File: config.mk
export PLATFORM = sky130hd
export DESIGN_NAME = decoder
export DESIGN_NICKNAME = d
export VERILOG_FILES = /design/src/logic/cpuPkg.sv /design/src/logic/decoder.sv
export SDC_FILE = /design/constraint.sdc
export NUM_CORES = 1
export LEC_CHECK = 0
export BUFFER_PORTS_ARGS = -buffer_cell sky130_fd_sc_hd__buf_2
export CORE_MARGIN = 5
export CORE_UTILIZATION = 32
export DETAILED_ROUTE_END_ITERATION = 8
export MAX_ROUTING_LAYER = met4
export PLACE_DENSITY = 0.94
export SLEW_MARGIN = 20
export SYNTH_ARGS = -nofsm -noshare
export SYNTH_HDL_FRONTEND = slang
export SYNTH_SLANG_ARGS = --single-unit
export TNS_END_PERCENT = 50
File: constraint.sdc
create_clock -name vclk -period 3.5
set_input_delay 0.7 -clock vclk [all_inputs]
set_output_delay 0.7 -clock vclk [all_outputs]
set_load 0.01 [all_outputs]
File: src/logic/cpuPkg.sv
package cpuPkg;

  localparam int xlen = 32;
  localparam int regIndexWidth = 5;
  localparam int memWords = 64;
  localparam int memIndexWidth = $clog2(memWords);

  // data addresses at or above mmioBase are peripherals
  localparam logic [xlen-1:0] mmioBase = 32'h0000_0100;
  localparam logic [xlen-1:0] storePortAddress = 32'h0000_0100;
  localparam logic [xlen-1:0] ledAddress = 32'h0000_0104;

  localparam logic [6:0] opReg = 7'b0110011;
  localparam logic [6:0] opImm = 7'b0010011;
  localparam logic [6:0] opLoad = 7'b0000011;
  localparam logic [6:0] opStore = 7'b0100011;
  localparam logic [6:0] opBranch = 7'b1100011;

  typedef enum logic [2:0] {
    aluAdd,
    aluSub,
    aluAnd,
    aluOr,
    aluXor,
    aluSlt
  } aluOpT;

  typedef enum logic [1:0] {
    forwardNone,
    forwardFromMemory,
    forwardFromWriteback
  } forwardSelT;

  typedef struct packed {
    logic [xlen-1:0] pc;
    logic [xlen-1:0] instruction;
  } ifIdT;

  // all flags clear means a bubble
  typedef struct packed {
    logic [xlen-1:0] pc;
    logic [xlen-1:0] sourceValueA;
    logic [xlen-1:0] sourceValueB;
    logic [regIndexWidth-1:0] sourceIndexA;
    logic [regIndexWidth-1:0] sourceIndexB;
    logic [regIndexWidth-1:0] destIndex;
    logic [xlen-1:0] immediate;
    aluOpT aluOp;
    logic useImmediate;
    logic memRead;
    logic memWrite;
    logic regWrite;
    logic isBranch;
    logic branchOnNotEqual;
  } idExT;

  typedef struct packed {
    logic [xlen-1:0] aluResult;
    logic [xlen-1:0] storeData;
    logic [regIndexWidth-1:0] destIndex;
    logic memRead;
    logic memWrite;
    logic regWrite;
  } exMemT;

  // load data is already merged into result
  typedef struct packed {
    logic [xlen-1:0] result;
    logic [regIndexWidth-1:0] destIndex;
    logic regWrite;
  } memWbT;

endpackage

File: src/logic/decoder.sv
`timescale 1ns/1ps

module decoder import cpuPkg::*; (
  input  logic [xlen-1:0] instruction,
  output aluOpT           aluOp,
  output logic            useImmediate,
  output logic            memRead,
  output logic            memWrite,
  output logic            regWrite,
  output logic            isBranch,
  output logic            branchOnNotEqual,
  output logic [xlen-1:0] immediate
);

  logic [6:0] opcode;
  logic [2:0] funct3;
  logic [6:0] funct7;
  logic [xlen-1:0] immI;
  logic [xlen-1:0] immS;
  logic [xlen-1:0] immB;

  assign opcode = instruction[6:0];
  assign funct3 = instruction[14:12];
  assign funct7 = instruction[31:25];

  assign immI = {{20{instruction[31]}}, instruction[31:20]};
  assign immS = {{20{instruction[31]}}, instruction[31:25], instruction[11:7]};
  assign immB = {{19{instruction[31]}}, instruction[31], instruction[7],
                 instruction[30:25], instruction[11:8], 1'b0};

  always_comb begin
    aluOp = aluAdd;
    useImmediate = 1'b0;
    memRead = 1'b0;
    memWrite = 1'b0;
    regWrite = 1'b0;
    isBranch = 1'b0;
    branchOnNotEqual = 1'b0;
    immediate = '0;
    case (opcode)
      opReg: begin
        regWrite = 1'b1;
        case ({funct7, funct3})
          {7'b0000000, 3'b000}: aluOp = aluAdd;
          {7'b0100000, 3'b000}: aluOp = aluSub;
          {7'b0000000, 3'b111}: aluOp = aluAnd;
          {7'b0000000, 3'b110}: aluOp = aluOr;
          {7'b0000000, 3'b100}: aluOp = aluXor;
          {7'b0000000, 3'b010}: aluOp = aluSlt;
          default: regWrite = 1'b0;
        endcase
      end
      opImm: begin
        // only addi
        if (funct3 == 3'b000) begin
          regWrite = 1'b1;
          useImmediate = 1'b1;
          immediate = immI;
        end
      end
      opLoad: begin
        if (funct3 == 3'b010) begin
          regWrite = 1'b1;
          memRead = 1'b1;
          useImmediate = 1'b1;
          immediate = immI;
        end
      end
      opStore: begin
        if (funct3 == 3'b010) begin
          memWrite = 1'b1;
          useImmediate = 1'b1;
          immediate = immS;
        end
      end
      opBranch: begin
        // beq is 000, bne is 001
        if (funct3[2:1] == 2'b00) begin
          isBranch = 1'b1;
          branchOnNotEqual = funct3[0];
          aluOp = aluSub;
          immediate = immB;
        end
      end
      default: ;
    endcase
  end

endmodule

Word-level counts from Yosys, hierarchy flattened

Cells that the tools add are included.

Word-level logic and storage cells: 35
Register bits: 0
Bits of input ports: 32
Output and inout bits: 41

Equality and inequality tests: 11
Muxes and demuxes: 19
Reduce and logical (&&, ||, !) cells: 5

Operators with widths:

| operator                                                          | number |
|---|---|
| 32-bit 2-to-1 mux                                                 | 4 |
| 32-bit one-hot mux with 4 select lines                            | 1 |
| 10-bit by 3-bit == test with 1-bit output (second input constant) | 3 |
| 3-bit one-hot mux with 5 select lines                             | 1 |
| 7-bit by 6-bit == test with 1-bit output (second input constant)  | 2 |
| 10-bit by 2-bit == test with 1-bit output (second input constant) | 1 |
| 10-bit by 9-bit == test with 1-bit output (second input constant) | 1 |
| 10-bit logical NOT                                                | 1 |
| 1-bit 2-to-1 mux                                                  | 10 |
| 7-bit by 2-bit == test with 1-bit output (second input constant)  | 1 |
| 7-bit by 5-bit == test with 1-bit output (second input constant)  | 1 |
| 7-bit == test (second input constant)                             | 1 |
| 3-bit one-hot mux with 2 select lines                             | 1 |
| 6-bit OR reduction                                                | 1 |
| 3-bit by 2-bit == test with 1-bit output (second input constant)  | 1 |
| 3-bit logical NOT                                                 | 1 |
| 1-bit one-hot mux with 3 select lines                             | 1 |
| 2-bit logical NOT                                                 | 1 |
| 1-bit one-hot mux with 2 select lines                             | 1 |
| 2-bit OR reduction                                                | 1 |

Longest topological paths before layout

Gate-level depths: netlist of the first run.

Depth after elaboration: 4
Depth in mapped cells: 6

Worst setup path before layout of the first run

No wires, ideal clock.

Path type: input to output
From: input instruction[13]
To: output immediate[13]
Stages on the path: 6
Buffers on the path: 2
Data required time: 2800 ps
Slack: 303 ps
Arrival: 2497 ps
Cells stage by stage: buf_2 or3b_1 a211oi_2 o21a_1 and2_1 buf_4

Longest elaborated chain between the ends: 3
Elaborated cells between the ends (all ways): 8
Classes of those cells: eq/ne: 1; mux: 5; reduce/logical: 2

RTL lines:

| item                                                             | line                         | text |
|---|---|---|
| start: declaration                                               | decoder.sv:4                 | `input logic [xlen-1:0] instruction,` |
| 3-bit by 2-bit == test with 1-bit output (tied with other cells) | decoder.sv:62, decoder.sv:70 |  |
| 32-bit 2-to-1 mux, on equally long branches                      | n/a                          |  |
| 32-bit one-hot mux with 4 select lines (*)                       | decoder.sv:40                | `case (opcode)` |
| end: declaration                                                 | decoder.sv:12                | `output logic [xlen-1:0] immediate` |

Every way passes the cells marked *; elsewhere a longest branch is shown, timed or not.

Final worst setup path of the first run

From: input instruction[13]
To: output immediate[22]

The elaborated chain is that of the path after synthesis.

==> run_results.csv, run 1 <==
group,metric,value,unit
timing,drv_slew,0,
synth,yosysSeqAreaShare,0,%
floorplan,coreArea,0.00152,mm²
synth,yosys_warnings,0,
timing,fmax,0.320,GHz
grt,grt_use_met3,0.592,%
grt,busiest_layer,"met2",
floorplan,initial_core_util,34.0,%
grt,grt_use_total,11.6,%
timing,period_needed,3.12,ns
clock_tree,cts_resized,0,
min_path,holdPathEnd,"immediate[4]",
pwr,p_comb_share,100.0,%
final_layout,final_cell_mix,"buf_2, and2_1, a22o_1",
routing,drt_iter0_markers,2,
grt,grt_pass1_vias,587,
final_layout,area_delta_synth_final,40.1,%
routing,dr.pass1.iters,4,
clock_tree,post_cts_buffers,0,
worst_setup_path,worst_setup_path_end_kind,"output pin",
final_layout,antenna_cells,0,
grt,grtUsageMet1,12.9,%
synth,synth_cell_types,29,
floorplan,die_y,50.2,µm
pwr,p_int,0.0000178,W
routing,vias_per_cell,4.80,
routing,final_antenna_net_count,0,
outcome,status,"completed",
pwr,seq_power_share,0,%
floorplan,die_w,50.2,µm
pwr,clockPowerShare,0,%
timing,fin_tns_setup,0,ns
timing,worst_pin_slew,0.435,ns
final_layout,clock_buffer_count,0,
placed_design,place.gp.congestion,0.820,
worst_setup_path,path_max_fanout,20,
run,maxCapViolCount,0,
min_path,min_path_type,"in2out",
routing,routedWlPerCell,12.4,µm
placed_design,place_area,726,µm²
clock_tree,hold_buffers,0,
timing,fin_crit_sh,89.2,%
pwr,p_sw,0.0000184,W
final_layout,layout.nets,151,
grt,antenna_found_initial,0,
worst_setup_path,crit_start,"instruction[13]",
placed_design,dp.cells,133,
placed_design,port_buffers,68,
timing,holdWs,1.70,ns
timing,setup_viol,0,
pwr,p_per_area,50.0,mW/mm²
routing,wl,1650,µm
synth,syn_avg_cell_area,7.40,µm²
timing,maxSlewHeadroom,70.7,%
floorplan,num_io_pins,73,
min_path,whs_path_depth,3,
timing,hold_violations,0,
placed_design,place_ws,0.338,ns
pwr,vdd_drop_max,0.0285,mV
final_layout,stdcell_area,726,µm²
final_layout,seqCellArea,0,µm²
floorplan,die_area,0.00252,mm²
routing,route.vias.total,638,
floorplan,rows,14,
grt,met2_usage,23.4,%
pwr,netSwitchingFraction,50.8,%
pwr,p_leak,0.459,nW
worst_setup_path,cp.required,2.80,ns
min_path,min-delay-start,"instruction[11]",
grt,grt_overflow_total,0,
final_layout,final_common_cell,"buf_2",
worst_setup_path,startpoint_type,"input pin",
routing,drc,0,
final_layout,final_cell_count_no_fill,133,
grt,grt_pass1_wl,2450,µm
final_layout,layout-drive-gt1-share,65.0,%
worst_setup_path,path_class,"in2out",
placed_design,dp_hpwl,1480,µm
timing,rsz0062_at_grt,"no",
grt,grt_max_degree,21,
synth,netlist_area,518,µm²
timing,worst_slack,0.379,ns
synth,synth_nets,102,
synth,syn_inst,70,
final_layout,design.seq.count,0,
worst_setup_path,crit_arrival,2.42,ns
==> layer usage <==
layer | vias to the layer above | routed length (µm) | share of wire (%)
met5 | - | 0 | 0
met2 | 35 | 847 | 51
met1 | 274 | 604 | 37
met3 | 0 | 200 | 12
met4 | 0 | 0 | 0
li1 | 329 | - | -
==> how the worst max path moves through the flow <==
stage	to	slack [ns]	depth (start not counted)
floorplan	immediate[13]	0.30	6
global placement	immediate[12]	0.40	6
detailed placement	immediate[26]	0.34	6
CTS	immediate[26]	0.34	6
global route	immediate[24]	0.16	6
finish	immediate[22]	0.38	6
==> power by group through the flow <==
stage	Combinational (W)	Sequential, W	Clock [W]
final	0.0000363	0	0
after global routing	0.0000401	0	0
after CTS	0.0000362	0	0
after detailed placement	0.0000361	0	0
after global placement	0.0000344	0	0
after floorplan	0.0000157	0	0
==> cells by family (layout without fill, tap and decap cells) <==
group | after synthesis | count (layout) | share of synthesized area [%]
AND/OR/NAND/NOR | 32 | 32 | 43.0
buffers and inverters | 21 | 68 | 29.5
AO/OA/AOI/OAI | 14 | 14 | 22.2
XOR/XNOR | 2 | 2 | 3.38
multiplexers | 1 | 1 | 1.93
==> cell usage after synthesis (all sizes together) <==
library cell | count | area (µm²)
nand3 | 1 | 5.00
o21bai | 2 | 15.0
nor2 | 4 | 15.0
nand2 | 2 | 7.51
nand3b | 1 | 7.51
a21oi | 1 | 5.00
nand4bb | 1 | 11.3
nand2b | 1 | 6.26
a211oi | 2 | 20.0
mux2i | 1 | 10.0
a21o | 2 | 15.0
or4 | 2 | 22.5
nor4 | 3 | 31.3
buf | 21 | 153
or2 | 2 | 12.5
xnor2 | 2 | 17.5
a22o | 6 | 52.6
nor3 | 4 | 31.3
o21a | 1 | 7.51
or3 | 1 | 6.26
and2 | 8 | 51.3
nor2b | 1 | 6.26
or3b | 1 | 8.76
==> final cells by class <==
type,instances,area (µm²)
fillers,144,798
multi-input cells,49,365
well taps,16,20.0
repair buffers,68,340
==> critical path, cell delays in order <==
cell and delay (ns):
buf_2 0.16, or3b_1 0.40, a211oi_2 0.27, o21a_1 0.27
and2_1 0.41, buf_2 0.21
==> stage by stage <==
stage / util [%] / total power (W)
6_report: 47.6 / 0.0000363
5_1_grt: 47.6 / 0.0000401
4_1_cts: 47.6 / 0.0000362
3_5_place_dp: 47.6 / 0.0000361
3_3_place_gp: 47.6 / 0.0000344
2_1_floorplan: - / 0.0000157
Note: power is estimated with default switching activity, not from simulation.
==> run 2: changes to the inputs <==
PLACE_DENSITY = not set   (was 0.94)
PLACE_DENSITY_LB_ADDON = 0.25   (was not set)
==> run_results.csv, run 2 (synthesis results as in run 1) <==
group,metric,value,unit
final_layout,layout.nets,151,
grt,grt_use_total,11.5,%
run,maxCapViolCount,0,
placed_design,port_buffers,68,
worst_setup_path,crit_arrival,2.43,ns
clock_tree,hold_buffers,0,
placed_design,place.gp.congestion,0.698,
final_layout,nFillCells,161,
timing,setup_viol,0,
worst_setup_path,path_class,"in2out",
min_path,min_path_type,"in2out",
final_layout,final_cell_count_no_fill,133,
pwr,seq_power_share,0,%
pwr,p_leak,0.459,nW
final_layout,design.seq.count,0,
min_path,min-delay-start,"instruction[11]",
grt,grt_pass1_wl,2450,µm
worst_setup_path,crit_start,"instruction[13]",
min_path,whs_path_depth,3,
grt,grt_pass1_vias,528,
routing,drc,0,
routing,wl,1660,µm
floorplan,die_area,0.00252,mm²
final_layout,final_common_cell,"buf_2",
timing,hold_violations,0,
floorplan,die_y,50.2,µm
worst_setup_path,path_max_fanout,20,
timing,maxSlewHeadroom,71.6,%
clock_tree,cts_resized,0,
pwr,netSwitchingFraction,51.0,%
timing,drv_slew,0,
worst_setup_path,critPathSlowestCell,"and2_1",
floorplan,initial_core_util,34.0,%
floorplan,rows,14,
pwr,p_int,0.0000178,W
timing,fin_crit_sh,89.5,%
worst_setup_path,crit_path_max_incr_delay,0.41,ns
grt,antenna_found_initial,0,
placed_design,dp.cells,133,
grt,grt_max_degree,21,
grt,grt_overflow_total,0,
routing,route.vias.total,630,
outcome,status,"completed",
pwr,vdd_drop_max,0.0278,mV
worst_setup_path,startpoint_type,"input pin",
timing,worst_pin_slew,0.423,ns
timing,period_needed,3.13,ns
min_path,holdPathEnd,"immediate[4]",
clock_tree,post_cts_buffers,0,
worst_setup_path,worst_setup_path_end_kind,"output pin",
pwr,clockPowerShare,0,%
timing,fmax,0.319,GHz
worst_setup_path,cp.required,2.80,ns
timing,rsz0062_at_grt,"no",
pwr,p_comb_share,100.0,%
timing,fin_tns_setup,0,ns
routing,routedWlPerCell,12.5,µm
worst_setup_path,cpMostUsedCell,"buf_2",
routing,final_antenna_net_count,0,
final_layout,final_cell_mix,"buf_2, and2_1, a22o_1",
final_layout,layout-drive-gt1-share,65.0,%
pwr,p_sw,0.0000186,W
final_layout,clock_buffer_count,0,
routing,dr.pass1.iters,4,
floorplan,coreArea,0.00152,mm²
routing,drt_iter0_markers,7,
routing,vias_per_cell,4.74,
final_layout,seqCellArea,0,µm²
floorplan,die_w,50.2,µm
final_layout,antenna_cells,0,
placed_design,dp_hpwl,1460,µm
pwr,p_per_area,50.2,mW/mm²
worst_setup_path,crit_chain,"buf_2 -> or3b_1 -> a211oi_2 -> o21a_1 -> and2_1 -> buf_2",
floorplan,num_io_pins,73,
final_layout,area_delta_synth_final,40.1,%
[run 2: power groups by stage]
stage / logic (W) / clock network (W) / registers (W)
2_1_floorplan: 0.0000157 / 0 / 0
3_3_place_gp: 0.0000355 / 0 / 0
3_5_place_dp: 0.0000364 / 0 / 0
4_1_cts: 0.0000366 / 0 / 0
5_1_grt: 0.0000408 / 0 / 0
6_report: 0.0000364 / 0 / 0
[run 2: area by class of cell]
type	count	area (µm²)	share of cell area [%]
repair buffers	68	340	46.9
multi-input cells	49	365	50.3
well taps	16	20.0	2.76
[run 2: critical path: cells and delay by family]
family | cells | cell delay [ns]
AO/OA/AOI/OAI | 2 | 0.54
AND/OR/NAND/NOR | 2 | 0.81
buffers and inverters | 2 | 0.37
[run 2: worst max-delay path by stage]
stage	end	slack, ns
after floorplan	immediate[13]	0.30
after global routing	immediate[12]	0.11
after CTS	immediate[24]	0.32
after global placement	immediate[24]	0.37
final	immediate[24]	0.37
after detailed placement	immediate[24]	0.32
[run 2: layer usage]
metal | track usage (%) | vias to the layer above | part of all wire (%)
li1 | - | 331 | -
met1 | 14.8 | 270 | 39
met2 | 20.9 | 29 | 51
met3 | 0.592 | 0 | 9.0
met4 | 0 | 0 | 0
met5 | - | - | 0
[run 2: through the flow]
| step | power (W) | hold slack (ns) | setup slack, ns | area [µm²] | util [%] |
|---|---|---|---|---|---|
| after floorplan | 0.0000157 | 1.43 | 0.303 | 518 | - |
| after global placement | 0.0000355 | 1.70 | 0.375 | 726 | 47.6 |
| after detailed placement | 0.0000364 | 1.70 | 0.318 | 726 | 47.6 |
| after CTS | 0.0000366 | 1.70 | 0.316 | 726 | 47.6 |
| after global routing | 0.0000408 | 1.71 | 0.106 | 726 | 47.6 |
| final | 0.0000364 | 1.70 | 0.369 | 726 | 47.6 |
==> run 3: changes to the inputs <==
BUFFER_PORTS_ARGS = not set   (was -buffer_cell sky130_fd_sc_hd__buf_2)
CORE_AREA = 5 5 42 44   (was not set)
CORE_MARGIN = not set   (was 5)
CORE_UTILIZATION = not set   (was 32)
DIE_AREA = 0 0 47 49   (was not set)
DONT_BUFFER_PORTS = 1   (was not set)
==> run_results.csv, run 3 (synthesis results as in run 1) <==
group,metric,value,unit
outcome,status,"completed",
pwr,vdd_drop_max,0.0189,mV
routing,wl,1250,µm
worst_setup_path,path_max_fanout,20,
run,maxCapViolCount,0,
routing,vias_per_cell,6.19,
floorplan,die_w,47,µm
final_layout,final_cell_mix,"and2_1, a22o_1, nor2_1",
timing,worst_pin_slew,0.420,ns
floorplan,die_area,0.00230,mm²
timing,fin_crit_sh,83.7,%
min_path,min_path_type,"in2out",
floorplan,coreArea,0.00140,mm²
timing,setup_viol,0,
grt,grt_use_total,9.93,%
routing,drt_iter0_markers,9,
timing,fmax,0.341,GHz
timing,period_needed,2.93,ns
pwr,p_per_area,33.4,mW/mm²
worst_setup_path,startpoint_type,"input pin",
floorplan,initial_core_util,37.0,%
floorplan,num_io_pins,73,
timing,hold_violations,0,
floorplan,die_y,49,µm
final_layout,layout.nets,85,
floorplan,rows,14,
final_layout,layout-drive-gt1-share,21.6,%
routing,drc,0,
worst_setup_path,cp.required,2.80,ns
clock_tree,cts_resized,0,
timing,drv_slew,0,
clock_tree,hold_buffers,0,
timing,maxSlewHeadroom,71.7,%
routing,final_antenna_net_count,0,
routing,routedWlPerCell,18.6,µm
worst_setup_path,worst_setup_path_end_kind,"output pin",
grt,grt_max_degree,21,
clock_tree,post_cts_buffers,0,
routing,dr.pass1.iters,4,
grt,grt_pass1_vias,402,
timing,rsz0062_at_grt,"no",
final_layout,area_delta_synth_final,-20.0,%
grt,grt_pass1_wl,1800,µm
final_layout,clock_buffer_count,0,
placed_design,port_buffers,0,
placed_design,place.gp.congestion,0.697,
final_layout,seqCellArea,0,µm²
pwr,p_leak,0.138,nW
final_layout,antenna_cells,0,
routing,route.vias.total,415,
final_layout,design.seq.count,0,
worst_setup_path,crit_arrival,2.23,ns
pwr,power,0.0000138,W
timing,fin_tns_setup,0,ns
grt,grt_overflow_total,0,
grt,antenna_found_initial,0,
worst_setup_path,path_class,"in2out",
==> run 3: changes by cell type in the layout (fill, tap and decap cells not counted) <==
cell / delta
buf_2: -68
and2_1: -1
and2_2: +1
buf_12: +1
buf_4: +1
==> run 3: layout make-up <==
cell class	count	area, µm²
fill	173	987
tap	16	20.0
multi-input combinational	49	367
timing repair buffer	2	27.5
==> run 3: metal layers <==
metal / GRT usage (%) / routed length (µm) / share of wire, % / vias up
met5: - / 0 / 0 / -
met4: 0 / 0 / 0 / 0
met3: 2.21 / 107 / 8.6 / 0
met2: 17.4 / 667 / 54 / 16
met1: 12.0 / 470 / 38 / 200
li1: - / - / - / 199
==> run 3: where the power goes <==
part / internal (W) / switching, W / leakage [nW] / total, W
Clock: 0 / 0 / 0 / 0
Combinational: 0.00000737 / 0.00000647 / 0.138 / 0.0000138
Sequential: 0 / 0 / 0 / 0
Total: 0.00000737 / 0.00000647 / 0.138 / 0.0000138
==> run 3: final timing paths <==
kind,endpoint,start,slack (ns),cells after the start
max,immediate[18],instruction[2],0.57,5
min,aluOp[2],instruction[12],1.44,1
==> run 3: through the flow <==
step	hold WS [ns]	utilization, %	instance area [µm²]	cells	setup slack (ns)
floorplan	1.43	-	518	70	0.303
CTS	1.44	29.6	414	67	0.556
global route	1.44	29.6	414	67	0.404
global placement	1.44	29.6	414	67	0.560
detailed placement	1.44	29.6	414	67	0.553
finish	1.44	29.6	414	67	0.570
==> run 3: worst max-delay path, stage by stage <==
cell and delay (ns):
nand4bb_1 0.33, a211oi_2 0.47, o21a_1 0.28, and2_2 0.19, buf_12 0.25
